`config.mk`:
```
export PLATFORM = sky130hd
export DESIGN_NAME = cmd_sequencer
export DESIGN_NICKNAME = d
export VERILOG_FILES = /design/src/spi_flash_pkg.sv /design/src/cmd_sequencer.sv
export VERILOG_INCLUDE_DIRS = /design/src /design/src/src
export SDC_FILE = /design/constraint.sdc
export NUM_CORES = 1
export LEC_CHECK = 0
export BUFFER_PORTS_ARGS = -buffer_cell sky130_fd_sc_hd__buf_2
export CAP_MARGIN = 5
export CORE_MARGIN = 1.5
export CORE_UTILIZATION = 38
export CTS_CLUSTER_DIAMETER = 120
export DETAILED_ROUTE_END_ITERATION = 10
export PLACE_DENSITY = 0.58
export SLEW_MARGIN = 10
export SYNTH_ARGS = -nofsm -noshare
export SYNTH_HDL_FRONTEND = slang
export SYNTH_SLANG_ARGS = --single-unit
```
`constraint.sdc`:
```
create_clock -name CSNeg_ipd -period 6.6 [get_ports CSNeg_ipd]
set_input_delay 0 -clock CSNeg_ipd [delete_from_list [all_inputs] [get_ports CSNeg_ipd]]
set_output_delay 0 -clock CSNeg_ipd [all_outputs]
set_load 0.02 [all_outputs]
```
`src/spi_flash_cfg.svh`:
```
// Geometry assumes 4 equal sectors filling the 12-bit array; busy times are in system clock cycles
`ifndef SPI_FLASH_CFG_SVH
`define SPI_FLASH_CFG_SVH

////////////////////////////////////////////////////////////
// Array geometry
////////////////////////////////////////////////////////////
`define FLASH_ADDR_BITS    12
`define FLASH_PAGE_BYTES   32
`define FLASH_SECTOR_BYTES 1024
`define FLASH_SECTORS      4

////////////////////////////////////////////////////////////
// Busy times
////////////////////////////////////////////////////////////
`define FLASH_PROG_CYCLES  64
`define FLASH_ERASE_CYCLES 256

// Status register layout
`define SR_WIP    0
`define SR_WEL    1
`define SR_BP_LSB 2

`endif

```
`src/spi_flash_pkg.sv`:
```
// Only the low FLASH_ADDR_BITS of the 24-bit SPI address survive into flash_addr_t
`include "spi_flash_cfg.svh"

package spi_flash_pkg;

    typedef logic [7:0]                  byte_t;
    typedef logic [`FLASH_ADDR_BITS-1:0] flash_addr_t;
    typedef logic [4:0]                  page_off_t;   // Byte inside a 32-byte page
    typedef logic [2:0]                  bp_t;

    // Opcodes kept from the original part
    typedef enum logic [7:0] {
        OPC_WRSR = 8'h01,
        OPC_PP   = 8'h02,
        OPC_READ = 8'h03,
        OPC_WRDI = 8'h04,
        OPC_RDSR = 8'h05,
        OPC_WREN = 8'h06,
        OPC_SE   = 8'hD8
    } opcode_e;

    typedef enum logic [1:0] {PH_OPCODE, PH_ADDR, PH_DATA, PH_IGNORE} spi_phase_e;

    typedef enum logic [2:0] {OP_NONE, OP_READ, OP_BUF_WR, OP_PROGRAM, OP_ERASE} flash_op_e;

    typedef enum logic [1:0] {ARR_IDLE, ARR_PROG, ARR_ERASE} array_state_e;

    typedef struct packed {
        logic  byte_valid;   // One cycle per received byte
        byte_t data;
        logic  frame_end;    // One cycle at deselect
    } spi_rx_t;

    typedef struct packed {
        flash_op_e   op;
        flash_addr_t addr;
        byte_t       data;
    } flash_req_t;

    typedef struct packed {
        logic  busy;
        byte_t rd_data;
    } flash_rsp_t;

endpackage

```
`src/cmd_sequencer.sv`:
```
// Commands other than RDSR are dropped while WIP is set; extra bytes after SE or WREN are ignored
`timescale 1ns/1ps
`include "spi_flash_cfg.svh"

module cmd_sequencer import spi_flash_pkg::*; (
    input  logic       CSNeg_ipd,
    input  logic       arst_n,
    input  spi_rx_t    rx,
    input  flash_rsp_t rsp,
    output flash_req_t req,
    output byte_t      tx_byte
);

    localparam int SEC_W = $clog2(`FLASH_SECTORS);

    spi_phase_e  phase_q;
    opcode_e     op_q;
    logic [1:0]  addr_cnt_q;
    flash_addr_t addr_q;
    flash_addr_t addr_next;
    flash_addr_t rd_addr_q;
    page_off_t   pg_off_q;
    byte_t       wr_data_q;    // First data byte, used by WRSR
    logic        have_data_q;
    logic        wel_q;
    bp_t         bp_q;
    logic        prot;
    byte_t       status;

    // Low address bits only, upper bytes fall off the end
    assign addr_next = flash_addr_t'({addr_q, rx.data});

    // BP level to protected sector count, counted from the top
    always_comb
    begin
        int n_prot;
        n_prot = (bp_q > 3'd2) ? `FLASH_SECTORS : int'(bp_q);
        prot   = (int'(addr_q[`FLASH_ADDR_BITS-1 -: SEC_W]) + n_prot) >= `FLASH_SECTORS;
    end

    always_comb
    begin
        status = '0;
        status[`SR_WIP] = rsp.busy;
        status[`SR_WEL] = wel_q;
        status[`SR_BP_LSB +: $bits(bp_t)] = bp_q;
    end

    always_comb
    begin
        tx_byte = '0;
        if (phase_q == PH_DATA)
        begin
            if (op_q == OPC_RDSR)
                tx_byte = status;        // Repeats until deselect
            else if (op_q == OPC_READ)
                tx_byte = rsp.rd_data;
        end
    end

    ////////////////////////////////////////////////////////////
    // Opcode, address and data pointers
    ////////////////////////////////////////////////////////////
    always_ff @(posedge CSNeg_ipd)
    begin
        if (rx.byte_valid)
        begin
            case (phase_q)
                PH_OPCODE: op_q <= opcode_e'(rx.data);
                PH_ADDR:
                begin
                    addr_q    <= addr_next;
                    rd_addr_q <= addr_next + 1'b1;
                    pg_off_q  <= page_off_t'(addr_next);
                end
                PH_DATA:
                begin
                    if (!have_data_q)
                        wr_data_q <= rx.data;
                    rd_addr_q <= rd_addr_q + 1'b1;   // Wraps at the top of the array
                    pg_off_q  <= pg_off_q + 1'b1;    // Wraps inside the page
                end
                default: ;
            endcase
        end
    end

    ////////////////////////////////////////////////////////////
    // Phase FSM, status bits and array requests
    ////////////////////////////////////////////////////////////
    always_ff @(posedge CSNeg_ipd or negedge arst_n)
    begin
        if (!arst_n)
        begin
            phase_q     <= PH_OPCODE;
            addr_cnt_q  <= '0;
            have_data_q <= 1'b0;
            wel_q       <= 1'b0;
            bp_q        <= '0;
            req         <= '0;
        end
        else
        begin
            req.op <= OP_NONE;
            if (rx.frame_end)
            begin
                if (phase_q == PH_DATA)
                begin
                    case (op_q)
                        OPC_WREN: wel_q <= 1'b1;
                        OPC_WRDI: wel_q <= 1'b0;
                        OPC_WRSR:
                        begin
                            if (wel_q && have_data_q)
                            begin
                                bp_q  <= wr_data_q[`SR_BP_LSB +: $bits(bp_t)];
                                wel_q <= 1'b0;
                            end
                        end
                        OPC_PP:
                        begin
                            if (wel_q && !prot && have_data_q)
                            begin
                                req.op   <= OP_PROGRAM;
                                req.addr <= addr_q;
                                wel_q    <= 1'b0;
                            end
                        end
                        OPC_SE:
                        begin
                            if (wel_q && !prot)
                            begin
                                req.op   <= OP_ERASE;
                                req.addr <= addr_q;
                                wel_q    <= 1'b0;
                            end
                        end
                        default: ;
                    endcase
                end
                phase_q     <= PH_OPCODE;
                addr_cnt_q  <= '0;
                have_data_q <= 1'b0;
            end
            else if (rx.byte_valid)
            begin
                case (phase_q)
                    PH_OPCODE:
                    begin
                        if (rsp.busy && rx.data != OPC_RDSR)
                            phase_q <= PH_IGNORE;
                        else
                        begin
                            case (rx.data)
                                OPC_WREN, OPC_WRDI, OPC_RDSR, OPC_WRSR: phase_q <= PH_DATA;
                                OPC_READ, OPC_PP, OPC_SE:               phase_q <= PH_ADDR;
                                default:                                phase_q <= PH_IGNORE;
                            endcase
                        end
                    end
                    PH_ADDR:
                    begin
                        addr_cnt_q <= addr_cnt_q + 2'd1;
                        if (addr_cnt_q == 2'd2)
                        begin
                            phase_q <= PH_DATA;
                            if (op_q == OPC_READ)
                            begin
                                req.op   <= OP_READ;   // First byte ready before the next load
                                req.addr <= addr_next;
                            end
                        end
                    end
                    PH_DATA:
                    begin
                        have_data_q <= 1'b1;
                        if (op_q == OPC_READ)
                        begin
                            req.op   <= OP_READ;
                            req.addr <= rd_addr_q;
                        end
                        else if (op_q == OPC_PP && wel_q && !prot)
                        begin
                            req.op   <= OP_BUF_WR;
                            req.addr <= {addr_q[`FLASH_ADDR_BITS-1:$bits(page_off_t)], pg_off_q};
                            req.data <= rx.data;
                        end
                    end
                    default: ;
                endcase
            end
        end
    end

endmodule

```
# Word-level counts from Yosys, hierarchy flattened
# Cells that the tools add are included.
op_classes:
  n_bitwise: 3
  magnitude_cmp: 2
  n_reduce_logical: 27
  n_eq_ne: 28
  addsub: 5
  mux: 35
op_table:
  columns: ["cell", "n"]
  rows:
  - ["$mux 15", 4]
  - ["$pmux 15 s2", 2]
  - ["$eq 8x3->1 const B", 6]
  - ["$mux 8", 5]
  - ["$eq 8x2->1 const B", 4]
  - ["$mux 14", 2]
  - ["$add 12x1->12 const B", 2]
  - ["$pmux 12 s2", 1]
  - ["$mux 23", 1]
  - ["$mux 22", 1]
  - ["$eq 8x1->1 const B", 2]
  - ["$eq 8x8->1 const B", 2]
  - ["$mux 2", 7]
  - ["$mux 13", 1]
  - ["$ne 3x3->1 const B", 4]
  - ["$pmux 5 s2", 1]
  - ["$reduce_and 2->1", 5]
  - ["$reduce_and 9->1", 1]
  - ["$ne 8x3->1 const B", 1]
  - ["$pmux 2 s2", 2]
  - ["$reduce_bool 2->1", 4]
  - ["$logic_and 1x1->1", 6]
  - ["$mux 1", 6]
  - ["$ne 2x2->1 const B", 3]
  - ["23 further kinds", 27]
totals:
  output_inout_bits: 31
  input_bits: 21
  elab_cells: 113
  reg_bits: 74

# Longest topological paths before layout
depth:
  ltp_word: 11
  depth_mapped: 12
  mapped_depth_nobuf: 10

# Worst setup path after synthesis
# No wires, ideal clock.
synth_path:
  path_kind: "reg2reg"
  start: "reg bp_q[1]"
  end: "reg req[10] (netlist name)"
  period_less_slack_ps: 2350
  path_buffers: 1
  required_time_ps: 6475
  stages_incl_launch_ff: 9
  arrival_ps: 2226
  setup_time_ps: 125
  path_slack_ps: 4250
  path_cell_list: "dfrtp_1 -> nor3b_1 -> ha_1 -> or3b_2 -> o21bai_4 -> o21ai_0 -> o2111a_1 -> buf_6 -> mux2_2"
synth_via:
  elab_chain_len: 9
  elab_cells_between_ends: 12
  classes_between: "add/sub: 1; order compare: 2; eq/ne: 3; mux: 1; reduce/logical: 5"
synth_lines:
  columns: ["element", "line_no", "text"]
  rows:
  - ["from (decl)", "cmd_sequencer.sv:26", "bp_t bp_q;"]
  - ["from (signal assigned)", "cmd_sequencer.sv:116", "bp_q <= wr_data_q[`SR_BP_LSB +: $bits(bp_t)];"]
  - ["$gt 3x2->1", "cmd_sequencer.sv:37", "n_prot = (bp_q > 3'd2) ? `FLASH_SECTORS : int'(bp_q);"]
  - ["$mux 3 (*)", "cmd_sequencer.sv:37", null]
  - ["$add 2x3->4 (*)", "cmd_sequencer.sv:38", "prot = (int'(addr_q[`FLASH_ADDR_BITS-1 -: SEC_W]) + n_prot) >= `FLASH_SECTORS;"]
  - ["$ge 4x3->1 (no line) (*)", null, null]
  - ["$logic_not 1->1 (*)", "cmd_sequencer.sv:122, cmd_sequencer.sv:131, cmd_sequencer.sv:182", null]
  - ["$logic_and 1x1->1", "cmd_sequencer.sv:122, cmd_sequencer.sv:131", null]
  - ["$logic_and 1x1->1", "cmd_sequencer.sv:122", "if (wel_q && !prot && have_data_q)"]
  - ["$ne 3x3->1 (no line)", null, null]
  - ["$reduce_and 9->1 (no line) (*)", null, null]
  - ["to (decl)", "cmd_sequencer.sv:10", "output flash_req_t req,"]
# Mark *: on every way between the ends. The rest lies on a longest branch, timed or not.
# A chain may end at the register's enable or synchronous reset.

# Final worst setup path
layout_path:
  start: "reg bp_q[1]"
  end: "reg req[12] (netlist name)"
# The elaborated chain is that of the path after synthesis.

==> impl_metrics.csv <==
group,metric,value,unit
flow_run,maxCapViolCount,0,
die,start_util,39.23,%
timing,worstMarginPinSlew,0.7943,ns
routing,vias,2908,
status,outcome,"finished, final reports clean",
routing,wl_per_cell,17.55,um
timing,max_clock_freq,0.3548,GHz
pwr,power.total,1107,uW
critical_path,reg2reg_from,"bp_q[1]$_DFFE_PN0P_",
clocking,cts_tree,"yes",
timing,fin_crit_sh,42.71,%
hold_path,min_from,"rx[4]",
layout,area_growth,15.95,%
timing,finalSetupViolCount,0,
global_route,grt_pass1_vias,2833,
routing,drc,0,
pwr,ir_worst_vdd,0.0001020,V
layout,layout_commonest_cell,"buf_2",
timing,slew-limit-headroom,46.95,%
layout,final_nets,429,
critical_path,arrival,3.05,ns
die,rows,36,
clocking,path_clk_slew,0.08,ns
yosys,ys_top_cells_by_area,"edfxtp_1 31%, dfrtp_1 21%, mux2_2 5.3%",
clocking,post_cts_buffers,0,
layout,final_cell_mix,"51 x buf_2, 40 x edfxtp_1, 32 x dfrtp_1",
clocking,insertion_delay,0.34,ns
placed_design,gp_congestion,0.8448,
critical_path,cp-start-kind,"flop",
yosys,ys.warnings.count,0,
yosys,synthFlopType,"edfxtp_1",
timing,rsz0062_at_grt,"false",
critical_path,crit_fanout,14,
clocking,cts_sinks,72,
timing,fin_setup_tns,0,ns
clocking,numCtsBuffers,9,
die,core,9774,sq um
layout,drive_above_1_share,22.72,%
die,die_area,10700,sq um
routing,drtAntennaViolNets,0,
routing,vias_per_cell,5.405,
yosys,synth_top_cell_area_share,31.32,%
global_route,grt_pass1_wl,15.08,mm
pwr,leakage,0.001863,uW
yosys,ys_async_sr_fraction,44.44,%
placed_design,dp_cells,516,
yosys,synthDominantAreaCellType,"edfxtp_1",
yosys,synth-seq-cells,72,
die,die_w,103.5,um
timing,final_hold_viol_count,0,
clocking,clockBufferDepth,2,
critical_path,crit_path_end_kind,"flop",
placed_design,portBuffers,51,
routing,wl,9.444,mm
global_route,grt_max_degree,56,
global_route,grt_usage,19.05,%
hold_path,hold-path-cell-count,1,
routing,first_pass_iters,4,
yosys,ys_types,52,
yosys,syn_nets,374,
layout,antenna_cells,0,
critical_path,worstPathRequired,6.83,ns
hold_path,min_path_type,"in -> reg",
layout,stdcell_area,4447,sq um
yosys,synth_edf_count,40,
yosys,synthCells,346,
critical_path,cp-startpoint,"bp_q[1]$_DFFE_PN0P_",
critical_path,ff2ff_path_depth,7,
die,die_y,103.5,um
timing,min_period,2.819,ns
critical_path,crit_type,"reg -> reg",
timing,drv_slew,0,
yosys,seq_area_frac_synth,52.20,%
yosys,avgSynthCellArea,11.08,sq um
global_route,antenna_found_initial,0,
layout,fillers,932,
routing,drt_iter0_drc,147,
layout,fin_cells,538,
yosys,syn_area,3835,sq um
placed_design,dpl.hpwl,6.646,mm
clocking,htree_num_levels,3,
global_route,grt_overflow_total,0,
die,ios,52,
placed_design,place_area,4192,sq um
pwr,p_per_area,248.9,nW/um^2
clocking,root_buffer,"clkbuf_8",
timing,finClkSkew,0.01107,ns
area by class of cell:
class                   count  area [sq um]  area share (%)
inverters                  25         93.84           2.110
multi-input cells         234          1667           37.48
clock inverters             6         61.31           1.379
repair buffers             59         332.8           7.485
flip-flops and latches     72          2002           45.02
clock buffers               9         123.9           2.786
well taps                 133         166.4           3.742
through the flow:
| stage | util [%] | setup slack, ns | hold slack [ns] |
|---|---|---|---|
| floorplan | - | 4.250 | -0.2956 |
| global placement | 42.88 | 3.806 | 0.09710 |
| detailed placement | 42.88 | 3.786 | 0.1092 |
| CTS | 45.49 | 3.760 | 0.02117 |
| global route | 45.49 | 3.641 | 0.02581 |
| finish | 45.49 | 3.781 | 0.03003 |
cells in the mapped netlist (2+ instances only):
cell type and number:
a211oi_1 2, a21oi_1 23, a221o_1 5, a22oi_1 14, a32oi_1 3, and2_1 2
and3_1 7, and3b_1 2, buf_1 3, buf_2 3, buf_6 2, clkbuf_1 7
dfrtp_1 32, edfxtp_1 40, ha_1 7, inv_1 25, mux2_2 18, mux2i_1 13
nand2_1 28, nand2b_1 4, nand3_1 8, nand3b_1 3, nand4_1 3, nand4b_1 3
nor2_1 27, nor2b_1 3, nor3_1 8, nor3b_1 2, nor4b_1 3, o21ai_0 5
o32ai_1 5, o41ai_1 2, or4_1 2, xnor2_1 7, xor2_1 8
repair_timing:
action                                 in CTS  in global routing
gates resized for setup                     0                  0
setup endpoints to repair                   0                  0
endpoints found under the hold margin      43                  0
hold buffers                                7                  0
registers in the layout (all words and copies together), names as in the netlist:
| register | count |
|---|---|
| req | 23 |
| wel_q | 1 |
| pg_off_q | 5 |
| addr_cnt_q | 2 |
| phase_q | 2 |
| bp_q | 3 |
| rd_addr_q | 12 |
| have_data_q | 1 |
| addr_q | 12 |
| op_q | 8 |
| wr_data_q | 3 |
kinds of logic after synthesis:
family / after synthesis / synth area share (%)
compound gates: 68 / 12.76
xor+xnor: 15 / 3.426
fa+ha+maj: 7 / 2.284
buf+inv: 40 / 4.405
flops: 72 / 52.20
mux: 31 / 8.678
simple gates: 113 / 16.25
layer usage:
layer / global-route usage, % / up-vias / part of all wire (%)
met5: 0 / - / 0
met4: 5.405 / 0 / 1.2
met3: 3.763 / 9 / 5.0
met2: 30.12 / 82 / 46
met1: 26.71 / 1432 / 48
li1: - / 1385 / -
power by group:
| part | leakage [uW] | total, uW | internal (uW) | switching [uW] |
|---|---|---|---|---|
| combinational | 0.000958 | 201 | 72.1 | 128 |
| sequential | 0.000810 | 564 | 532 | 32.6 |
| clock | 0.0000948 | 342 | 171 | 171 |
| total | 0.00186 | 1110 | 775 | 332 |
worst max-delay path, cell delays in order, from the launching register on:
cell and delay, ns:
dfrtp_1 0.42, nor3b_1 0.15, ha_1 0.17, or3b_2 0.48
o21bai_4 0.27, o21ai_0 0.18, o2111a_1 0.62, mux2_2 0.40
worst paths after layout:
kind	endpoint	slack (ns)
min in group asynchronous	req[4]$_DFFE_PN0P_	0.26
worst max-delay path	req[12]$_DFFE_PN0P_	3.78
worst max register to register	req[12]$_DFFE_PN0P_	3.78
max in group asynchronous	req[22]$_DFF_PN0_	5.87
worst min register to register	bp_q[1]$_DFFE_PN0P_	0.47
worst min-delay path	addr_q[3]$_DFFE_PP_	0.03
(Power assumes the default switching activity.)
