### config.mk
export PLATFORM = sky130hd
export DESIGN_NAME = spi_frontend
export DESIGN_NICKNAME = d
export VERILOG_FILES = /design/src/spi_flash_pkg.sv /design/src/spi_frontend.sv
export VERILOG_INCLUDE_DIRS = /design/src /design/src/src
export SDC_FILE = /design/constraint.sdc
export NUM_CORES = 1
export LEC_CHECK = 0
export BUFFER_PORTS_ARGS = -buffer_cell sky130_fd_sc_hd__buf_4
export CORE_ASPECT_RATIO = 0.7
export CORE_MARGIN = 2
export CORE_UTILIZATION = 32
export CTS_CLUSTER_SIZE = 16
export DETAILED_ROUTE_END_ITERATION = 6
export PLACE_DENSITY = 0.53
export SYNTH_ARGS = -nofsm -noshare
export SYNTH_HDL_FRONTEND = slang
export SYNTH_SLANG_ARGS = --single-unit
### constraint.sdc
create_clock -name CSNeg_ipd -period 3.7 [get_ports CSNeg_ipd]
set_input_delay 0.185 -clock CSNeg_ipd [delete_from_list [all_inputs] [get_ports CSNeg_ipd]]
set_output_delay 0.185 -clock CSNeg_ipd [all_outputs]
set_load 0.01 [all_outputs]
### src/spi_flash_cfg.svh
// Geometry assumes 4 equal sectors filling the 12-bit array; busy times are in system clock cycles
`ifndef SPI_FLASH_CFG_SVH
`define SPI_FLASH_CFG_SVH

////////////////////////////////////////////////////////////
// Array geometry
////////////////////////////////////////////////////////////
`define FLASH_ADDR_BITS    12
`define FLASH_PAGE_BYTES   32
`define FLASH_SECTOR_BYTES 1024
`define FLASH_SECTORS      4

////////////////////////////////////////////////////////////
// Busy times
////////////////////////////////////////////////////////////
`define FLASH_PROG_CYCLES  64
`define FLASH_ERASE_CYCLES 256

// Status register layout
`define SR_WIP    0
`define SR_WEL    1
`define SR_BP_LSB 2

`endif

### src/spi_flash_pkg.sv
// Only the low FLASH_ADDR_BITS of the 24-bit SPI address survive into flash_addr_t
`include "spi_flash_cfg.svh"

package spi_flash_pkg;

    typedef logic [7:0]                  byte_t;
    typedef logic [`FLASH_ADDR_BITS-1:0] flash_addr_t;
    typedef logic [4:0]                  page_off_t;   // Byte inside a 32-byte page
    typedef logic [2:0]                  bp_t;

    // Opcodes kept from the original part
    typedef enum logic [7:0] {
        OPC_WRSR = 8'h01,
        OPC_PP   = 8'h02,
        OPC_READ = 8'h03,
        OPC_WRDI = 8'h04,
        OPC_RDSR = 8'h05,
        OPC_WREN = 8'h06,
        OPC_SE   = 8'hD8
    } opcode_e;

    typedef enum logic [1:0] {PH_OPCODE, PH_ADDR, PH_DATA, PH_IGNORE} spi_phase_e;

    typedef enum logic [2:0] {OP_NONE, OP_READ, OP_BUF_WR, OP_PROGRAM, OP_ERASE} flash_op_e;

    typedef enum logic [1:0] {ARR_IDLE, ARR_PROG, ARR_ERASE} array_state_e;

    typedef struct packed {
        logic  byte_valid;   // One cycle per received byte
        byte_t data;
        logic  frame_end;    // One cycle at deselect
    } spi_rx_t;

    typedef struct packed {
        flash_op_e   op;
        flash_addr_t addr;
        byte_t       data;
    } flash_req_t;

    typedef struct packed {
        logic  busy;
        byte_t rd_data;
    } flash_rsp_t;

endpackage

### src/spi_frontend.sv
// SPI mode 0 only; sck half period must span at least 4 system clocks for the 2-stage sync
`timescale 1ns/1ps

module spi_frontend import spi_flash_pkg::*; (
    input  logic    CSNeg_ipd,
    input  logic    arst_n,
    input  logic    sck,
    input  logic    cs_n,
    input  logic    si,
    input  byte_t   tx_byte,
    output spi_rx_t rx,
    output logic    so
);

    logic [2:0] sck_q;
    logic [2:0] cs_q;
    logic [1:0] si_q;
    logic       sck_rise, sck_fall;
    logic       cs_rise, cs_fall;
    logic       active;
    logic [2:0] bit_cnt;
    logic       reload_pend;   // Next sck fall loads a fresh byte
    byte_t      rx_shift;
    byte_t      tx_shift;

    ////////////////////////////////////////////////////////////
    // Synchronizers and edge detect
    ////////////////////////////////////////////////////////////
    always_ff @(posedge CSNeg_ipd or negedge arst_n)
    begin
        if (!arst_n)
        begin
            sck_q <= '0;
            cs_q  <= '1;   // Deselected
            si_q  <= '0;
        end
        else
        begin
            sck_q <= {sck_q[1:0], sck};
            cs_q  <= {cs_q[1:0], cs_n};
            si_q  <= {si_q[0], si};
        end
    end

    assign sck_rise = sck_q[1] & ~sck_q[2];
    assign sck_fall = ~sck_q[1] & sck_q[2];
    assign cs_rise  = cs_q[1] & ~cs_q[2];
    assign cs_fall  = ~cs_q[1] & cs_q[2];
    assign active   = ~cs_q[1];

    // Receive shifter, MSB first
    always_ff @(posedge CSNeg_ipd)
    begin
        if (active && sck_rise)
            rx_shift <= {rx_shift[6:0], si_q[1]};
    end

    ////////////////////////////////////////////////////////////
    // Bit count, byte strobe and transmit shifter
    ////////////////////////////////////////////////////////////
    always_ff @(posedge CSNeg_ipd or negedge arst_n)
    begin
        if (!arst_n)
        begin
            bit_cnt     <= '0;
            reload_pend <= 1'b0;
            tx_shift    <= '0;
            rx          <= '0;
        end
        else
        begin
            rx.byte_valid <= 1'b0;
            rx.frame_end  <= cs_rise;
            if (!active)
            begin
                bit_cnt     <= '0;
                reload_pend <= 1'b0;
                tx_shift    <= '0;
            end
            else if (cs_fall)
            begin
                tx_shift <= tx_byte;   // First byte out before the first sck rise
                bit_cnt  <= '0;
            end
            else
            begin
                if (sck_rise)
                begin
                    bit_cnt <= bit_cnt + 3'd1;
                    if (bit_cnt == 3'd7)
                    begin
                        rx.byte_valid <= 1'b1;
                        rx.data       <= {rx_shift[6:0], si_q[1]};
                        reload_pend   <= 1'b1;
                    end
                end
                if (sck_fall)
                begin
                    reload_pend <= 1'b0;
                    if (reload_pend)
                        tx_shift <= tx_byte;
                    else
                        tx_shift <= {tx_shift[6:0], 1'b0};
                end
            end
        end
    end

    assign so = tx_shift[7] & ~cs_n;   // Output off as soon as the pin deselects

endmodule

# --- Yosys cells after proc, flatten, opt, wreduce, memory -nomap -nowiden ---
# Index checks and enable logic that the tools add are counted.
classes:
  add_sub_neg: 1
  eq_ne: 2
  mux: 16
  n_bitwise: 11
  n_reduce_logical: 7
ops:
  columns: ["cell", "n"]
  rows:
  - ["9-bit 2-to-1 mux", 4]
  - ["8-bit 2-to-1 mux", 4]
  - ["3-bit nonzero test", 4]
  - ["3-bit 2-to-1 mux", 3]
  - ["1-bit inverter", 6]
  - ["1-bit AND", 5]
  - ["1-bit 2-to-1 mux", 5]
  - ["4-bit AND reduction", 1]
  - ["3-bit by 1-bit adder with 3-bit output, second input constant", 1]
  - ["3-bit == test, second input constant", 1]
  - ["3-bit AND reduction", 1]
  - ["2-bit inequality test, second input constant", 1]
  - ["1-bit logical AND", 1]
totals:
  ff_bits: 37
  input_bits: 13
  out_inout_bits: 11
  wordCells: 47

# --- Longest topological paths before layout ---
# Gate-level depths: netlist of the first run.
depth:
  word_depth: 6
  mapped_depth: 5
  ltp_nobuf: 5

# --- Worst setup path after synthesis of the first run ---
# Ideal clock, no wire load.
synth_timing:
  path_kind: "register -> register"
  startpoint: "register bit_cnt[0]"
  endpoint: "register rx[2] (netlist bit)"
  setup_ns: 0.125
  arrival_ns: 1.217
  required_time_ns: 3.575
  path_slack_ns: 2.358
  stages_incl_launch_ff: 5
  n_path_buf: 0
  period_less_slack_ns: 1.342
  cell_sequence: "dfrtp_1 -> ha_1 -> ha_1 -> nand3_4 -> mux2_2"
synth_via:
  elab_chain_cells: 2
synth_rtl:
  columns: ["item", "line", "source"]
  rows:
  - ["start, declared", "spi_frontend.sv:21", "logic [2:0] bit_cnt;"]
  - ["start signal, assigned", "spi_frontend.sv:89", "bit_cnt <= bit_cnt + 3'd1;"]
  - ["3-bit == test", "spi_frontend.sv:90", "if (bit_cnt == 3'd7)"]
  - ["4-bit AND reduction (no line)", null, null]
  - ["end, declared", "spi_frontend.sv:11", "output spi_rx_t rx,"]
# No other way between the ends.
# A chain may end at the register's enable or synchronous reset.

# --- Worst setup path after layout of the first run ---
layout_timing:
  startpoint: "register cs_q[1]"
  endpoint: "register tx_shift[1]"
layout_via:
  elab_chain_cells: 4
  word_cells_on_any_way: 5
  cone_classes: "mux (2); bitwise (2); reduce/logical (1)"
layout_rtl:
  columns: ["item", "line", "source"]
  rows:
  - ["start, declared", "spi_frontend.sv:16", "logic [2:0] cs_q;"]
  - ["start signal, assigned", "spi_frontend.sv:40", "cs_q <= {cs_q[1:0], cs_n};"]
  - ["1-bit inverter (no line)", null, null]
  - ["1-bit AND", "spi_frontend.sv:48", "assign cs_fall = ~cs_q[1] & cs_q[2];"]
  - ["8-bit 2-to-1 mux", "spi_frontend.sv:80", "else if (cs_fall)"]
  - ["8-bit 2-to-1 mux", "spi_frontend.sv:74", "if (!active)"]
  - ["end signal, assigned", "spi_frontend.sv:82", "tx_shift <= tx_byte;"]
  - ["end signal, assigned", "spi_frontend.sv:101", "tx_shift <= tx_byte;"]
  - ["end signal, assigned", "spi_frontend.sv:103", "tx_shift <= {tx_shift[6:0], 1'b0};"]
  - ["end, declared", "spi_frontend.sv:24", "byte_t tx_shift;"]
# Parallel ways exist; a longest one is shown, timed or not.

==> impl_metrics.tcl, run 1 <==
set metrics [dict create \
    p_per_area_mw_per_mm2 416 \
    cp-end-kind "flop" \
    viasPerCell 4.71 \
    period_share_pct 42.5 \
    status "finished clean" \
    syn_to_final_growth_pct 21.4 \
    grtUsageMet1_pct 17.2 \
    ys_types 32 \
    clk_pin_slew_ns 0.07 \
    post-route-min-period_ns 1.57 \
    fin_skew_ns 0.00427 \
    seq_area_frac_synth_pct 64.7 \
    detail_route.drc_violations 0 \
    hpwl_um 1700 \
    grt_first_pass_wirelength_um 4520 \
    yosys.area_share.adder_pct 1.68 \
    yosysTopAreaCellShare_pct 45.3 \
    synth_xor_area_share_pct 0.588 \
    hold_end "cs_q[0]" \
    worst-path-buf-inv 0 \
    pwr-share-clk_pct 35.0 \
    busiest_layer "met1" \
    crit_arrival_ns 1.76 \
    synthTopCellsByArea "dfrtp_1, edfxtp_1, dfstp_2, mux2_2, a311oi_1" \
    htreeDepth 2 \
    drv_cap 0 \
    antenna_cells 0 \
    rows 20 \
    avgSynthCellArea_um2 13.7 \
    syn_area_mm2 0.00149 \
    regArea_um2 965 \
    fmax_mhz 636 \
    synth_compound_area_share_pct 9.74 \
    muxShareOfSynthArea_pct 6.05 \
    pre_cts_ws_ns 2.15 \
    cp_slowest_stage_delay_ns 0.73 \
    vias 909 \
    stdcell_count 193 \
    cp-startpoint "cs_q[1]" \
    first_global_vias 900 \
    power_switching_w 0.000168 \
    r2r_end "tx_shift[1]" \
    gp_congestion 0.799 \
    cts_max_path_buffers 2 \
    p_int_w 0.000584 \
    tns_ns 0 \
    cts_root_buf "clkbuf_8" \
    drt_iter0_drc 96 \
    cts.sinks 37 \
    irDropWorstVdd_mv 0.176 \
    rrSetupSlack_ns 2.13 \
    p_comb_share_pct 6.5 \
    dieArea_mm2 0.00523 \
    io_pins 24 \
    dr.pass1.iters 4 \
    rsz0062_at_grt "false" \
    cp_slowest_cell "dfstp_2" \
    worstMarginPinSlew_ns 0.610 \
    start_kind "flop" \
    fin_util_pct 41.1 \
    port_buffers 23 \
    max_slew_margin_pct 59.2 \
    track_usage_pct 11.5 \
    holdPathStages 1 \
    yosys_warnings 0 \
    cts_tree "built" \
    finalSetupViolations 0 \
    synth_nets 124 \
    clk_latency_ns 0.28 \
    wirelength_um 2590 \
    drv_slew 0 \
    syn_inst 109 \
    worst_slack_ns 2.13 \
    chipWidth_um 85.6 \
    seq_power_share_pct 58.5 \
    place_inst 182 \
    start_util_pct 33.8 \
    grt.overflow.total 0 \
    fp.coreArea_mm2 0.00440 \
    grt_antenna_before_repair 0 \
    switching_share_pct 22.4 \
    hp-class "input port to flop" \
    grtUsageMet3_pct 4.29 \
    crit_chain "nor2b_2 > or3_1 > a311oi_2" \
    hold_viol_final 0 \
    crit_type "flop to flop" \
    fillerInstances 432 \
    p_leak_nw 0.806 \
    antenna_left 0 \
    synth_top_area_cell "dfrtp_1" \
    final_nets 152 \
    multiInputGateArea_um2 479 \
    ff2ff_path_depth 3 \
    synth_top_family_by_area "simple AND/OR/NAND/NOR gates" \
    met2_usage_pct 15.1 \
    cts_made_buffers 5 \
    hold_slack_ns 0.0236 \
    drive_above_1_share_pct 31.9 \
    die_h_um 61.1 \
    cp.required_ns 3.89 \
    r2r-start "cs_q[1]" \
    cp_top_family "flip-flops" \
    yosys.area_share.simple_pct 14.1 \
    ys_ff_latch 37 \
    wl_per_cell_um 13.4 \
    min_from "cs_n" \
    grt_start_max_net_pins 31 \
    path_max_fanout 16 \
]
## cells in the final DEF (no fill, tap or decap), types with 2 or more instances in the layout
cell type	n
dfrtp_1	27
buf_4	23
o21ai_0	8
nor3_1	7
edfxtp_1	7
nand3b_1	6
a311oi_1	6
mux2_2	5
clkbuf_8	5
nand2_1	4
inv_1	3
a21oi_1	3
mux2_1	3
dfstp_2	3
dlygate4sd3_1	3
nor2b_1	2
and2b_1	2
nand2b_1	2
nor2_1	2
ha_1	2
clkinv_2	2
## how the worst max path moves through the flow
stage / endpoint / depth (start not counted)
final: tx_shift[1] / 3
after floorplan: rx[2] / 4
after global routing: tx_shift[1] / 3
after global placement: tx_shift[1] / 3
after detailed placement: tx_shift[1] / 3
after CTS: tx_shift[1] / 3
## repair_timing
item | 4_1_cts | 5_1_grt
hold buffers | 1 | 2
hold endpoints to repair | 27 | 2
setup buffers | 0 | 0
gates resized for setup | 0 | 0
## flip-flops by register name (all words and copies together), names as in the netlist
register / flops
bit_cnt: 3
cs_q: 3
reload_pend: 1
rx: 10
rx_shift: 7
sck_q: 3
si_q: 2
tx_shift: 8
## stage by stage
stage	instance area (um2)	power, W
floorplan	1490	0.000472
global placement	1700	0.000494
detailed placement	1700	0.000495
CTS	1790	0.000764
global route	1810	0.000799
finish	1810	0.000752
## kinds of logic (layout without fill, tap and decap cells)
group,count (synthesis),in the layout
xor gates and xnor gates,1,1
DFF,37,37
adders and majority gates,2,2
and+or+nand+nor,32,32
AOI/OAI and AO/OA,21,21
buffers and inverters,8,37
muxes,8,8
## cell usage after synthesis (all sizes together)
| cell | n |
|---|---|
| nand2b | 3 |
| nor2 | 3 |
| dfrtp | 27 |
| or3 | 1 |
| xnor2 | 1 |
| o21ai | 8 |
| nand3 | 1 |
| o32ai | 1 |
| mux2 | 8 |
| dfstp | 3 |
| nand2 | 4 |
| o21bai | 1 |
| or2 | 1 |
| a21oi | 3 |
| edfxtp | 7 |
| nor2b | 3 |
| a311oi | 7 |
| clkbuf | 2 |
| o22ai | 1 |
| ha | 2 |
| and2b | 2 |
| buf | 3 |
| inv | 3 |
| nor3 | 7 |
| nand3b | 6 |
| and3b | 1 |
## metal layers
metal	vias to the layer above	wire, um	share of wire [%]
li1	449	-	-
met1	435	1370	53
met2	23	1070	42
met3	2	131	5.1
met4	0	8	0.31
met5	-	0	0
## power by group through the flow
| stage | Combinational, W | Clock (W) | Sequential, W |
|---|---|---|---|
| 2_1_floorplan | 0.0000285 | 0 | 0.000444 |
| 3_3_place_gp | 0.0000465 | 0 | 0.000448 |
| 3_5_place_dp | 0.0000470 | 0 | 0.000448 |
| 4_1_cts | 0.0000481 | 0.000276 | 0.000440 |
| 5_1_grt | 0.0000552 | 0.000301 | 0.000443 |
| 6_report | 0.0000485 | 0.000263 | 0.000440 |
## area by class of cell
class / instances / area share (%)
flip-flops and latches: 37 / 53.3
multi-input cells: 64 / 26.5
repair buffers: 26 / 11.2
clock buffers: 6 / 4.01
well taps: 55 / 3.80
inverters: 3 / 0.622
clock inverters: 2 / 0.553
(Power assumes the default switching activity.)
==> inputs of run 2 (changes only) <==
--- a/config.mk
+++ b/config.mk
@@ -12,7 +12,7 @@
 export CORE_UTILIZATION = 32
 export CTS_CLUSTER_SIZE = 16
 export DETAILED_ROUTE_END_ITERATION = 6
-export PLACE_DENSITY = 0.53
+export PLACE_DENSITY = 0.55
 export SYNTH_ARGS = -nofsm -noshare
 export SYNTH_HDL_FRONTEND = slang
 export SYNTH_SLANG_ARGS = --single-unit
==> constraint.sdc (replaced) <==
create_clock -name CSNeg_ipd -period 1.3 [get_ports CSNeg_ipd]
set_input_delay 0.065 -clock CSNeg_ipd [delete_from_list [all_inputs] [get_ports CSNeg_ipd]]
set_output_delay 0.065 -clock CSNeg_ipd [all_outputs]
set_load 0.01 [all_outputs]
==> run 2 against run 1 <==
  * Wire length is 11% higher
  * The flow now finishes with violations (setup timing)
  * Global-route usage is 1.6 points higher
  * Highest routed layer unchanged
  * Sequential power rose to 2.8 times the previous value
  * Die area unchanged
  * Register-to-register slack got worse by 2.2 ns
  * Critical path type unchanged
  * Total power grew to 2.9 times the previous value
==> impl_metrics.tcl, run 2 (same netlist as run 1, synthesis figures left out) <==
set metrics [dict create \
    status "finished, violations left" \
    violations "setup timing" \
    wl_per_cell_um 13.5 \
    irDropWorstVdd_mv 0.513 \
    clk_latency_ns 0.28 \
    gp_congestion 0.725 \
    max_slew_margin_pct 74.5 \
    syn_to_final_growth_pct 38.1 \
    antenna_left 0 \
    grt_antenna_before_repair 0 \
    grt.overflow.total 0 \
    final_design_area_no_fill_mm2 0.00206 \
    hp-class "input port to flop" \
    placed_area_mm2 0.00183 \
    crit_type "flop to flop" \
    cts_made_buffers 5 \
    hold_viol_final 0 \
    grt_start_max_net_pins 31 \
    p_leak_nw 0.926 \
    rsz0062_at_grt "true" \
    clk_pin_slew_ns 0.07 \
    largest_reg_flops 10 \
    vias 1025 \
    cp-end-kind "flop" \
    io_pins 24 \
    die_h_um 61.1 \
    htreeDepth 2 \
    p_per_area_mw_per_mm2 1060 \
    final_cell_mix "buf_4, dfrtp_1, nor3_1, edfxtp_1" \
    cp_slowest_cell "dfstp_2" \
    finalSetupViolations 9 \
    cts.sinks 37 \
    final_nets 173 \
    place_inst 200 \
    antenna_cells 0 \
    drv_cap 0 \
    final_common_cell "buf_4" \
    worstMarginPinSlew_ns 0.382 \
    track_usage_pct 13.1 \
    stdcell_count 214 \
    top_register "rx" \
    fin_skew_ns 0.0121 \
    drive_above_1_share_pct 46.5 \
    port_buffers 23 \
    worst_slack_ns -0.0393 \
    grt_first_pass_wirelength_um 5040 \
    first_global_vias 1047 \
    rrSetupSlack_ns -0.04 \
    dr.pass1.iters 4 \
    path_max_fanout 8 \
    rows 20 \
    cts_tree "built" \
    drv_slew 0 \
    post-route-min-period_ns 1.34 \
    cts_root_buf "clkbuf_8" \
    wirelength_um 2880 \
    start_util_pct 33.8 \
    cts_max_path_buffers 2 \
    fp.coreArea_mm2 0.00440 \
    crit_arrival_ns 1.50 \
    crit_chain "nor2_2 > buf_4 > nand2b_4 > a311oi_1" \
    cp_slowest_stage_delay_ns 0.40 \
    cp.required_ns 1.46 \
    drt_iter0_drc 44 \
    dieArea_mm2 0.00523 \
    fmax_mhz 747 \
    hpwl_um 1920 \
    chipWidth_um 85.6 \
    start_kind "flop" \
    detail_route.drc_violations 0 \
    reg_top3 "rx x10, tx_shift x8, rx_shift x7" \
    hold_slack_ns 0.0711 \
    period_share_pct 103 \
    viasPerCell 4.79 \
]
[run 2: changes by cell type in the layout (fill, tap and decap cells not counted), moves of 2 or more]
cell | previous run | this run
clkinv_2 | 2 | 0
ha_1 | 2 | 0
mux2_2 | 5 | 1
mux2_4 | 0 | 5
a311oi_2 | 1 | 3
a311oi_1 | 6 | 4
buf_4 | 23 | 41
o21ai_2 | 0 | 2
o21ai_0 | 8 | 6
[run 2: layer usage]
layer / routed length [um] / up-vias / GRT usage (%)
met2: 1230 / 19 / 17.6
met3: 97 / 4 / 3.22
met5: 0 / - / 0
li1: - / 499 / -
met1: 1480 / 503 / 18.9
met4: 65 / 0 / 8.62
[run 2: worst paths after layout]
| path | start | endpoint | depth (start not counted) |
|---|---|---|---|
| min in group asynchronous | arst_n | tx_shift[2] | 2 |
| worst min-delay path | tx_byte[2] | tx_shift[2] | 3 |
| worst max-delay path | cs_q[1] | tx_shift[7] | 4 |
| worst max register to register | cs_q[1] | tx_shift[7] | 4 |
| max in group asynchronous | arst_n | cs_q[0] | 2 |
| worst min register to register | cs_q[0] | cs_q[1] | 0 |
[run 2: cell type report]
cell class	count	area, um2
Multi-Input combinational cell	65	574
Tap cell	55	68.8
Clock buffer	7	76.3
Sequential cell	37	965
Timing Repair Buffer	46	359
Fill cell	412	2350
Inverter	3	11.3
Clock inverter	1	3.75
[run 2: power by group]
part	switching [W]	total [W]	leakage [nW]	internal [W]
clock	0.000361	0.000734	0.0399	0.000373
sequential	0.0000246	0.00125	0.455	0.00122
combinational	0.0000983	0.000207	0.430	0.000109
total	0.000484	0.00219	0.926	0.00170
[run 2: what timing repair did]
item / CTS / global route
buffers inserted: 1 / 1
hold endpoints to repair: 30 / 0
pin swaps: 6 / 1
gates cloned: 1 / 0
endpoints found under the setup margin: 24 / 24
hold buffers: 4 / 0
gates resized for setup: 16 / 5
[run 2: metrics by stage]
step / TNS (ns) / setup slack, ns / total power (W) / util (%)
after floorplan: -0.0451 / -0.00903 / 0.00134 / -
after global placement: -0.836 / -0.0717 / 0.00144 / 41.6
after detailed placement: -1.37 / -0.101 / 0.00144 / 41.6
after CTS: -0.247 / -0.0467 / 0.00221 / 46.1
after global routing: -1.18 / -0.103 / 0.00231 / 46.7
final: -0.133 / -0.0393 / 0.00219 / 46.7
[run 2: critical path: cells and delay by family (launching register included)]
family          cells  cell delay [ns]
flops               1             0.40
buf+inv             1             0.17
compound gates      1             0.31
simple gates        2             0.36
==> inputs of run 3 (changes only) <==
--- a/config.mk
+++ b/config.mk
@@ -6,12 +6,13 @@
 export SDC_FILE = /design/constraint.sdc
 export NUM_CORES = 1
 export LEC_CHECK = 0
-export BUFFER_PORTS_ARGS = -buffer_cell sky130_fd_sc_hd__buf_4
+export BUFFER_PORTS_ARGS = -buffer_cell sky130_fd_sc_hd__buf_2
 export CORE_ASPECT_RATIO = 0.7
 export CORE_MARGIN = 2
 export CORE_UTILIZATION = 32
 export CTS_CLUSTER_SIZE = 16
 export DETAILED_ROUTE_END_ITERATION = 6
+export GPL_ROUTABILITY_DRIVEN = 0
 export PLACE_DENSITY = 0.55
 export SYNTH_ARGS = -nofsm -noshare
 export SYNTH_HDL_FRONTEND = slang
==> run 3 against run 2 <==
  * The flow still finishes with violations (setup timing)
  * Clock skew shrank 0.0057 ns
  * Largest power group unchanged
  * Hold slack lost 0.027 ns
  * Final cell count is 0.47% higher
  * Via count fell by 0.20%
  * Worst setup slack got worse by 0.017 ns
  * Core utilization down 0.94 points
  * Non-clock buffer count up 1
  * Combinational power is 7% lower
  * Critical path type unchanged
==> impl_metrics.tcl, run 3 (same netlist as run 1, synthesis figures left out) <==
set metrics [dict create \
    stdcell_count 215 \
    cp_top_family "flip-flops" \
    clk_pin_slew_ns 0.07 \
    hold_slack_ns 0.0441 \
    htreeDepth 2 \
    first_global_vias 943 \
    vias 1023 \
    drv_cap 0 \
    crit_chain "nor2_2 > buf_4 > nand2b_4 > a311oi_2" \
    period_share_pct 104 \
    port_buffers 23 \
    path_max_fanout 8 \
    pre_cts_ws_ns -0.132 \
    drive_above_1_share_pct 47.5 \
    total_power_w 0.00220 \
    wl_per_cell_um 14.2 \
    cts_tree "built" \
    grt.overflow.total 0 \
    drt_iter0_drc 60 \
    track_usage_pct 12.8 \
    ff2ff_path_depth 4 \
    chipWidth_um 85.6 \
    p_per_area_mw_per_mm2 1090 \
    critical_path_depth 4 \
    syn_to_final_growth_pct 35.3 \
    die_h_um 61.1 \
    cp.required_ns 1.48 \
    wirelength_um 3040 \
    irDropWorstVdd_mv 0.581 \
    final_common_cell "dfrtp_1" \
    grt_antenna_before_repair 0 \
    antenna_left 0 \
    fmax_mhz 737 \
    rows 20 \
    cts_max_path_buffers 2 \
    final_nets 174 \
    fin_skew_ns 0.00633 \
    dr.pass1.iters 4 \
    start_kind "flop" \
    clk_latency_ns 0.28 \
    hpwl_um 1970 \
    largest_reg_flops 10 \
    worst-path-buf-inv 1 \
    tns_ns -0.367 \
    io_pins 24 \
    violations "setup timing" \
    cts.sinks 37 \
    status "finished, violations left" \
    fillerInstances 392 \
    cts_root_buf "clkbuf_8" \
    drv_slew 0 \
    cp_slowest_stage_delay_ns 0.42 \
    cp_slowest_cell "dfstp_2" \
    hp-class "input port to flop" \
    viasPerCell 4.76 \
    final_cell_mix "dfrtp_1, buf_2, buf_4" \
    grt_start_max_net_pins 31 \
    dieArea_mm2 0.00523 \
    top_register "rx" \
    worst_slack_ns -0.0561 \
    cts_made_buffers 5 \
    max_slew_margin_pct 74.7 \
    fp.coreArea_mm2 0.00440 \
    hold_viol_final 0 \
    post-route-min-period_ns 1.36 \
    p_leak_nw 0.934 \
    grt_first_pass_wirelength_um 4840 \
    cp-end-kind "flop" \
    place_inst 199 \
    reg_top3 "rx x10, tx_shift x8, rx_shift x7" \
    crit_arrival_ns 1.54 \
    holdPathStages 3 \
    rsz0062_at_grt "true" \
    crit_type "flop to flop" \
    worstMarginPinSlew_ns 0.380 \
    finalSetupViolations 12 \
    detail_route.drc_violations 0 \
    start_util_pct 33.8 \
    antenna_cells 0 \
]
## run 3: cell types whose count changed in the layout (fill, tap and decap cells not counted), moves of 2 or more
| cell | previous run | this run |
|---|---|---|
| mux2_4 | 5 | 8 |
| mux2_1 | 2 | 0 |
| buf_4 | 41 | 18 |
| o21ai_1 | 0 | 2 |
| clkinv_2 | 0 | 2 |
| o21ai_2 | 2 | 0 |
| buf_2 | 0 | 23 |
## run 3: repair_timing
item | 4_1_cts | 5_1_grt
gates cloned | 1 | 0
endpoints found under the setup margin | 24 | 20
hold endpoints to repair | 30 | 0
pin swaps | 8 | 3
resized for setup | 17 | 6
hold buffers | 4 | 0
setup buffers | 4 | 0
## run 3: worst min-delay path: cells and delay by family
| family | cells | cell delay [ns] |
|---|---|---|
| buffers and inverters | 2 | 0.14 |
| AO/OA/AOI/OAI | 1 | 0.08 |
## run 3: layout make-up
| class | instances | area [um2] | area share [%] |
|---|---|---|---|
| Timing Repair Buffer | 47 | 313 | 15.5 |
| Multi-Input combinational cell | 65 | 577 | 28.6 |
| Clock buffer | 6 | 72.6 | 3.60 |
| Tap cell | 55 | 68.8 | 3.41 |
| Sequential cell | 37 | 965 | 47.8 |
| Inverter | 3 | 11.3 | 0.558 |
| Clock inverter | 2 | 10.0 | 0.496 |
## run 3: final timing paths
| check | to | slack, ns | start |
|---|---|---|---|
| max | tx_shift[3] | -0.06 | cs_q[1] |
| min | tx_shift[0] | 0.04 | tx_byte[0] |
| max reg2reg | tx_shift[3] | -0.06 | cs_q[1] |
| min reg2reg | sck_q[1] | 0.36 | sck_q[0] |
| max in group asynchronous | cs_q[2] | 0.66 | arst_n |
| min in group asynchronous | tx_shift[1] | 0.32 | arst_n |
## run 3: power by group
part	internal (W)	switching, W	total, W
sequential	0.00122	0.0000262	0.00125
combinational	0.0000963	0.0000953	0.000192
clock	0.000371	0.000386	0.000757
total	0.00169	0.000507	0.00220
## run 3: layer usage
layer  global-route usage [%]  wire length [um]  share of wire, %
met2                     17.2              1290                42
met3                     4.83               137               4.5
met5                        0                 0                 0
met4                     7.48                78               2.6
met1                     17.6              1540                50
## run 3: stage by stage
| step | cell area [um2] | util, % |
|---|---|---|
| global placement | 1770 | 40.2 |
| global route | 2020 | 45.8 |
| CTS | 2000 | 45.4 |
| floorplan | 1490 | - |
| detailed placement | 1770 | 40.2 |
| finish | 2020 | 45.8 |
